[src/common/byte_pkg.sv]
/* Byte field unit shared definitions */

package byte_pkg;

   // Word and field geometry
   localparam int word_w = 32;        // Data word
   localparam int pos_w  = 5;         // Bit position or width code

   // Field operations
   typedef enum logic [1:0] {
      OP_LDB    = 2'd0,               // Extract and right-justify
      OP_DPB    = 2'd1,               // Move low field up and deposit
      OP_SELDEP = 2'd2,               // Deposit in place
      OP_ROT    = 2'd3                // Rotate only
   } byte_op_e;

endpackage

[src/logic/byte_decode.sv]
/* Byte field decode stage */

module byte_decode (
   input  logic                        clk,
   input  logic                        arst_n,
   input  logic                        in_valid,
   output logic                        in_ready,
   input  byte_pkg::byte_op_e          op,
   input  logic [byte_pkg::pos_w-1:0]  pos,
   input  logic [byte_pkg::pos_w-1:0]  width_m1,
   input  logic [byte_pkg::word_w-1:0] m_data,
   input  logic [byte_pkg::word_w-1:0] a_data,
   output logic                        s1_valid,
   input  logic                        s1_ready,
   output logic [byte_pkg::word_w-1:0] s1_m,
   output logic [byte_pkg::word_w-1:0] s1_a,
   output logic [byte_pkg::pos_w-1:0]  s1_rot,
   output logic [byte_pkg::pos_w-1:0]  s1_left,
   output logic [byte_pkg::pos_w-1:0]  s1_right
);

   localparam int pos_w = byte_pkg::pos_w;

   logic             accept;
   logic [pos_w:0]   left_sum;       // Carry flags overflow past bit 31
   logic [pos_w-1:0] left_sat;
   logic [pos_w-1:0] rot_d;
   logic [pos_w-1:0] left_d;
   logic [pos_w-1:0] right_d;

   assign in_ready = !s1_valid || s1_ready;
   assign accept   = in_valid && in_ready;

   assign left_sum = {1'b0, pos} + {1'b0, width_m1};
   assign left_sat = left_sum[pos_w] ? '1 : left_sum[pos_w-1:0];

   always_comb begin
      case (op)
         byte_pkg::OP_LDB: begin
            rot_d   = pos_w'(0) - pos;   // Rotate right by pos
            right_d = '0;
            left_d  = width_m1;
         end
         byte_pkg::OP_DPB: begin
            rot_d   = pos;
            right_d = pos;
            left_d  = left_sat;
         end
         byte_pkg::OP_SELDEP: begin
            rot_d   = '0;                // Bits stay in place
            right_d = pos;
            left_d  = left_sat;
         end
         default: begin
            rot_d   = pos;
            right_d = '0;
            left_d  = '1;                // Whole word
         end
      endcase
   end

   always_ff @(posedge clk or negedge arst_n) begin
      if (!arst_n) begin
         s1_valid <= 1'b0;
      end else if (in_ready) begin
         s1_valid <= in_valid;
      end
   end

   always_ff @(posedge clk) begin
      if (accept) begin
         s1_m     <= m_data;
         s1_a     <= a_data;
         s1_rot   <= rot_d;
         s1_left  <= left_d;
         s1_right <= right_d;
      end
   end

endmodule

[src/logic/byte_field_unit.sv]
/* Byte field unit */

module byte_field_unit (
   input  logic                        clk,
   input  logic                        arst_n,
   input  logic                        in_valid,
   output logic                        in_ready,
   input  byte_pkg::byte_op_e          op,
   input  logic [byte_pkg::pos_w-1:0]  pos,
   input  logic [byte_pkg::pos_w-1:0]  width_m1,
   input  logic [byte_pkg::word_w-1:0] m_data,
   input  logic [byte_pkg::word_w-1:0] a_data,
   output logic                        out_valid,
   input  logic                        out_ready,
   output logic [byte_pkg::word_w-1:0] result
);

   logic                        s1_valid;
   logic                        s1_ready;
   logic [byte_pkg::word_w-1:0] s1_m;
   logic [byte_pkg::word_w-1:0] s1_a;
   logic [byte_pkg::pos_w-1:0]  s1_rot;
   logic [byte_pkg::pos_w-1:0]  s1_left;
   logic [byte_pkg::pos_w-1:0]  s1_right;
   logic [byte_pkg::word_w-1:0] rotated;
   logic [byte_pkg::word_w-1:0] mask;

   byte_decode i_byte_decode (
      .clk      (clk),
      .arst_n   (arst_n),
      .in_valid (in_valid),
      .in_ready (in_ready),
      .op       (op),
      .pos      (pos),
      .width_m1 (width_m1),
      .m_data   (m_data),
      .a_data   (a_data),
      .s1_valid (s1_valid),
      .s1_ready (s1_ready),
      .s1_m     (s1_m),
      .s1_a     (s1_a),
      .s1_rot   (s1_rot),
      .s1_left  (s1_left),
      .s1_right (s1_right)
   );

   byte_rotator i_byte_rotator (
      .m      (s1_m),
      .amount (s1_rot),
      .r      (rotated)
   );

   mask_gen i_mask_gen (
      .left  (s1_left),
      .right (s1_right),
      .mask  (mask)
   );

   byte_masker i_byte_masker (
      .clk       (clk),
      .arst_n    (arst_n),
      .s1_valid  (s1_valid),
      .s1_ready  (s1_ready),
      .rotated   (rotated),
      .mask      (mask),
      .a         (s1_a),
      .out_ready (out_ready),
      .out_valid (out_valid),
      .result    (result)
   );

endmodule

[src/logic/byte_masker.sv]
/* Byte field merge stage */

module byte_masker (
   input  logic                        clk,
   input  logic                        arst_n,
   input  logic                        s1_valid,
   output logic                        s1_ready,
   input  logic [byte_pkg::word_w-1:0] rotated,
   input  logic [byte_pkg::word_w-1:0] mask,
   input  logic [byte_pkg::word_w-1:0] a,
   input  logic                        out_ready,
   output logic                        out_valid,
   output logic [byte_pkg::word_w-1:0] result
);

   logic [byte_pkg::word_w-1:0] merged;
   logic                        load;

   // Output register free or draining this cycle
   assign s1_ready = !out_valid || out_ready;
   assign load     = s1_valid && s1_ready;

   // Rotated bits inside the field, A outside
   assign merged = (rotated & mask) | (a & ~mask);

   always_ff @(posedge clk or negedge arst_n) begin
      if (!arst_n) begin
         out_valid <= 1'b0;
      end else if (s1_ready) begin
         out_valid <= s1_valid;
      end
   end

   always_ff @(posedge clk) begin
      if (load) begin
         result <= merged;   // Holds while out_ready is low
      end
   end

endmodule

[src/shifter/byte_rotator.sv]
/* Two-level word rotator */

module byte_rotator (
   input  logic [byte_pkg::word_w-1:0] m,
   input  logic [byte_pkg::pos_w-1:0]  amount,
   output logic [byte_pkg::word_w-1:0] r
);

   localparam int word_w = byte_pkg::word_w;
   localparam int pos_w  = byte_pkg::pos_w;
   localparam int lanes  = 4;                  // Bits per nibble step
   localparam int nib_n  = word_w / lanes;     // Nibble positions per lane

   logic [word_w-1:0] sa;                      // After fine stage

   // Fine stage, 0 to 3 bits
   always_comb begin
      case (amount[1:0])
         2'd0:    sa = m;
         2'd1:    sa = {m[word_w-2:0], m[word_w-1]};
         2'd2:    sa = {m[word_w-3:0], m[word_w-1:word_w-2]};
         default: sa = {m[word_w-4:0], m[word_w-1:word_w-3]};
      endcase
   end

   // Coarse stage moves each lane by whole nibbles
   always_comb begin : coarse
      logic [nib_n-1:0]   lane;
      logic [2*nib_n-1:0] lane_dbl;
      r = '0;
      for (int j = 0; j < lanes; j++) begin
         for (int k = 0; k < nib_n; k++) begin
            lane[k] = sa[lanes*k + j];         // Bits sharing position mod 4
         end
         lane_dbl = {lane, lane} << amount[pos_w-1:2];
         for (int k = 0; k < nib_n; k++) begin
            r[lanes*k + j] = lane_dbl[nib_n + k];  // Upper half is the rotated lane
         end
      end
   end

endmodule

[src/shifter/mask_gen.sv]
/* Field mask generator */

module mask_gen (
   input  logic [byte_pkg::pos_w-1:0]  left,
   input  logic [byte_pkg::pos_w-1:0]  right,
   output logic [byte_pkg::word_w-1:0] mask
);

   localparam logic [byte_pkg::word_w-1:0] all_ones = '1;

   logic [byte_pkg::word_w-1:0] left_mask;   // Bits 0 up to left
   logic [byte_pkg::word_w-1:0] right_mask;  // Bits right up to 31

   // ~left is 31 minus left in five bits
   assign left_mask  = all_ones >> (~left);
   assign right_mask = all_ones << right;

   // Empty when right lies above left
   assign mask = left_mask & right_mask;

endmodule

[config.mk]
export PLATFORM = sky130hd
export DESIGN_NAME = byte_field_unit
export DESIGN_NICKNAME = d
export VERILOG_FILES = /design/src/common/byte_pkg.sv /design/src/logic/byte_decode.sv /design/src/logic/byte_field_unit.sv /design/src/logic/byte_masker.sv /design/src/shifter/byte_rotator.sv /design/src/shifter/mask_gen.sv
export SDC_FILE = /design/constraint.sdc
export NUM_CORES = 1
export LEC_CHECK = 0
export BUFFER_PORTS_ARGS = -buffer_cell sky130_fd_sc_hd__buf_4
export CORE_UTILIZATION = 51
export DETAILED_ROUTE_END_ITERATION = 8
export PLACE_DENSITY = 0.73
export SYNTH_ARGS = -nofsm -noshare
export SYNTH_HDL_FRONTEND = slang
export SYNTH_HIERARCHICAL = 1
export SYNTH_SLANG_ARGS = --single-unit
[constraint.sdc]
create_clock -name clk -period 3.35 [get_ports clk]
set_input_delay 0.335 -clock clk [delete_from_list [all_inputs] [get_ports clk]]
set_output_delay 0.335 -clock clk [all_outputs]
set_load 0.01 [all_outputs]
After elaboration in Yosys (flattened, before gate mapping):

Cells that the tools add are included.

* register bits: 113
* logic and storage cells: 39

* $add $sub $neg: 2
* equal/unequal tests: 4
* shifts and indexed selects: 6
* multiplexer cells: 4
* bitwise logic cells: 6
* reduce and logical (&&, ||, !) cells: 9

Operators with widths (count)
* $and A32 B32 Y32: 3
* $pmux W32 S3: 1
* $shl A16 B3 Y16: 4
* $not A32 Y32: 1
* $or A32 B32 Y32: 1
* $shl A32 B5 Y32 const A: 1
* $shr A32 B5 Y32 const A: 1
* $pmux W5 S2: 2
* $add A5 B5 Y6: 1
* $mux W5: 1
* $not A5 Y5: 1
* $sub A1 B5 Y5 const A: 1
* $eq A2 B1 Y1 const B: 2
* $eq A2 B2 Y1 const B: 2
* $logic_not A2 Y1: 2
* $logic_and A1 B1 Y1: 2
* $logic_not A1 Y1: 2
* $logic_or A1 B1 Y1: 2
* $reduce_or A2 Y1: 1

Depth between registers and ports, before layout:

* depth in word-level cells: 6
* gate-level depth with buffers: 7

By module:

The synthesis kept the hierarchy.

By module, submodules not included
* byte_decode: times used 1, cells an instance 152, area each 2885.3 um^2, sequential area each 2397.3 um^2
* byte_rotator: times used 1, cells an instance 116, area each 2008.2 um^2, sequential area each 0.0 um^2
* byte_masker: times used 1, cells an instance 68, area each 1492.7 um^2, sequential area each 985.9 um^2
* mask_gen: times used 1, cells an instance 86, area each 530.5 um^2, sequential area each 0.0 um^2

Worst setup path before layout:

No wires, ideal clock.

* kind: register to register
* start point: reg i_byte_masker.out_valid
* end point: reg i_byte_decode/s1_a[0] (netlist bit), enable pin
* library setup time: 446 ps
* arrival: 2576 ps
* slack: 328 ps
* stages on the path, launching flop included: 4
* buffers on the path: 0
* clock period less this slack: 3022 ps
* path through: dfrtp_1 -> nand2b_4 -> nand2b_1 -> and2_1

* longest elaborated chain between the ends: 4

RTL lines
* start, declared: line byte_masker.sv:12 `output logic out_valid,`
* start signal, assigned: line byte_masker.sv:30 `out_valid <= s1_valid;`
* $logic_not A1 Y1: line byte_masker.sv:20 `assign s1_ready = !out_valid || out_ready;`
* $logic_or A1 B1 Y1: line byte_masker.sv:20
* via s1_ready: line byte_field_unit.sv:19 `logic s1_ready;`
* $logic_or A1 B1 Y1: line byte_decode.sv:31 `assign in_ready = !s1_valid || s1_ready;`
* via in_ready: line byte_field_unit.sv:7 `output logic in_ready,`
* $logic_and A1 B1 Y1: line byte_decode.sv:32 `assign accept = in_valid && in_ready;`
* via i_byte_decode.accept: line byte_decode.sv:24 `logic accept;`
* end signal, assigned: line byte_decode.sv:73 `s1_a <= a_data;`
* end, declared: line byte_decode.sv:16 `output logic [byte_pkg::word_w-1:0] s1_a,`

The timed path passes the listed nets, and every way through them passes these cells.
A chain may end at the register's enable or synchronous reset.

Worst setup path in the final report:

* start point: reg i_byte_decode/s1_rot[3] (netlist bit)
* end point: reg i_byte_masker/result[6] (netlist bit) (data pin)

* longest elaborated chain between the ends: 3

RTL lines
* start, declared: line byte_decode.sv:17 `output logic [byte_pkg::pos_w-1:0] s1_rot,`
* start signal, assigned: line byte_decode.sv:74 `s1_rot <= rot_d;`
* $shl A16 B3 Y16: line byte_rotator.sv:35 `lane_dbl = {lane, lane} << amount[pos_w-1:2];`
* via rotated, one bit: line byte_field_unit.sv:25 `logic [byte_pkg::word_w-1:0] rotated;`
* $and A32 B32 Y32: line byte_masker.sv:24 `assign merged = (rotated & mask) | (a & ~mask);`
* $or A32 B32 Y32: line byte_masker.sv:24
* via i_byte_masker.merged, one bit: line byte_masker.sv:16 `logic [byte_pkg::word_w-1:0] merged;`
* end signal, assigned: line byte_masker.sv:36 `result <= merged;`
* end, declared: line byte_masker.sv:13 `output logic [byte_pkg::word_w-1:0] result`

The timed path passes the listed nets, and every way through them passes these cells.

==> impl_metrics.ini <==
[run_status]
status = complete, no violations

[synth]
synth_warnings = 6
ys_seq_area_share_pct = 48.9
synth_compound_area_share_pct = 5.93
synth_xor_xnor_area_share_pct = 0.507
synthDistinctLibCells = 56
syn_nets = 512
synthFlopType = edfxtp_1
synth_adder_area_share_pct = 1.92
synth_edf_count = 111
synth_mux_area_share_pct = 34.1
synthCells = 422
async_reset_ff_share_pct = 1.77
avgSynthCellArea_um2 = 16.4
synth_top_family_by_area = multiplexers
synthSimpleGateAreaFrac_pct = 4.94
synth_seq_cells = 113
syn_area_mm2 = 0.00692

[hold_path]
worstHoldPathType = primary input to flip-flop

[drt]
drt-vias-per-instance = 6.10
num_vias = 4370
drt.antenna.violating_nets = 0
wl_um = 15200
wl_per_cell_um = 21.3
drt_first_pass_iters = 5
drtIter0Drc = 275
drc_errors = 0

[timing]
rsz0062_at_grt = false
finalSetupTns_ps = 0
finClkSkew_ps = 9.25
slew_headroom_pct = 31.7
finalHoldViolations = 0
clock.fmax_ghz = 0.370
setup_ws_ps = 648
slew_violations = 0
period_share_pct = 80.7
period_needed_ps = 2700
worst_pin_slew_ps = 1020
setup_violations = 0

[clock_network]
cts_buffers = 17
hold_buffers = 1
cts_tree = done
clockBufferDepth = 2
htreeDepth = 4
post_cts_resized = 0
cts.sinks = 113
clk_root_buffer_cell = clkbuf_16
postCtsSetupRepairBufs = 0
path_clk_slew_ps = 50
clk_latency_ps = 410

[global_routing]
grt_pass1_vias = 4125
grt_pass1_wl_um = 23600
grt_max_degree = 80
grt_overflow = 0
antenna_found_initial = 0
grtUsageTotal_pct = 22.9

[floorplan]
die_w_um = 118
std_cell_rows = 42
die-area_mm2 = 0.0140
die_y_um = 118
initial_utilization_pct = 52.2
io_pins = 114
coreArea_mm2 = 0.0132

[setup_path]
cp_slowest_cell = mux4_2
arrival_ps = 2860
crit_family = multiplexers
worstPathMaxFanout = 32
crit_required_ps = 3510
end_kind = flip-flop
critical_path_class = flip-flop to flip-flop
cp_slowest_stage_delay_ps = 600
worstPathCellList = buf_4, mux4_2, mux4_1, mux2_2, mux2_4
crit_path_start_kind = flip-flop
crit_buf_inv = 1

[power]
p_leak_nw = 3.19
combPwrFrac_pct = 21.0
switching_share_pct = 24.8
p_per_area_mw_per_mm2 = 550
seq_power_share_pct = 38.9
switchingPower_mw = 1.15
pwr-share-clk_pct = 40.0
peakVddDrop_mv = 0.364
internal-power_mw = 3.50

[placement]
gp_congestion = 0.894
hpwl_um = 10800
io_buffers = 113
post-place-ws_ps = 657

[cells_and_area]
final_common_cell = buf_4
final_nets = 617
drive_above_1_share_pct = 50.2
mostFrequentLayoutCells = 118 x buf_4, 111 x edfxtp_1, 47 x mux4_2, 32 x mux2_4, 32 x mux2_2
areaGrowthSynthToFinish_pct = 22.2
n_antenna_cell = 0

[job]
cap_viol_max_count = 0
-- power groups by stage --
stage,sequential (mW),combinational [mW],clock [mW]
global placement,1.83,0.948,0
detailed placement,1.84,0.969,0
finish,1.81,0.978,1.86
CTS,1.81,0.979,1.90
floorplan,1.80,0.695,0
global route,1.82,1.04,1.96
-- cell type report --
cell class | instances | area, um^2
inverter | 10 | 37.5
clock buffer | 18 | 429
tap | 176 | 220
timing repair buffer | 120 | 916
multi-input combinational | 265 | 3280
sequential | 113 | 3380
clock inverter | 14 | 189
fill | 956 | 4790
-- worst paths after layout --
check / start / endpoint / slack (ps) / cells past startpoint
hold reg to reg: i_byte_decode/s1_valid / i_byte_masker/out_valid / 490 / 1
min in group asynchronous: arst_n / i_byte_decode/s1_valid / 240 / 2
max in group asynchronous: arst_n / i_byte_masker/out_valid / 3020 / 2
hold / removal: m_data[4] / i_byte_decode/s1_m[4] / 90 / 1
setup / recovery: i_byte_decode/s1_rot[3] / i_byte_masker/result[6] / 650 / 5
setup reg to reg: i_byte_decode/s1_rot[3] / i_byte_masker/result[6] / 650 / 5
-- cells by family after synthesis --
kind of cell	count (synthesis)
adders and majority gates	10
muxes	129
xor gates and xnor gates	4
DFF	113
and+or+nand+nor	63
AOI/OAI and AO/OA	59
buffers and inverters	44
-- flip-flops by register name (all words and copies together), names as in the netlist --
signal and cells:
i_byte_masker/result 32, i_byte_decode/s1_valid 1, i_byte_decode/s1_rot 5, i_byte_decode/s1_a 32, i_byte_decode/s1_right 5, i_byte_masker/out_valid 1, i_byte_decode/s1_left 5, i_byte_decode/s1_m 32
-- per-layer routing --
layer,vias up,GRT usage (%),routed length (um)
met2,219,35.2,7430
met5,-,0,0
met3,21,5.26,1040
met4,0,10.4,322
met1,2160,31.2,6440
li1,1970,-,-
-- Yosys cell counts (10+ instances only) --
master	n	area (um^2)
edfxtp_1	111	3330
mux4_2	47	1060
mux2_2	32	360
mux2_4	32	480
a21oi_1	17	85.1
mux4_1	17	447
clkbuf_1	13	48.8
nor2_1	12	45.0
nand2_1	11	41.3
inv_1	10	37.5
o21ai_0	10	50.1
-- through the flow --
| step | util [%] | total power, mW | hold WS [ps] | cell area (um^2) | std cells |
|---|---|---|---|---|---|
| 6_report | 63.8 | 4.65 | 94.2 | 8450 | 716 |
| 3_3_place_gp | 59.1 | 2.78 | 117 | 7830 | 683 |
| 4_1_cts | 63.8 | 4.69 | 75.0 | 8450 | 716 |
| 3_5_place_dp | 59.1 | 2.80 | 118 | 7830 | 683 |
| 2_1_floorplan | - | 2.50 | 39.4 | 6920 | 422 |
| 5_1_grt | 63.8 | 4.83 | 75.7 | 8450 | 716 |
Note: power is estimated with default switching activity, not from simulation.
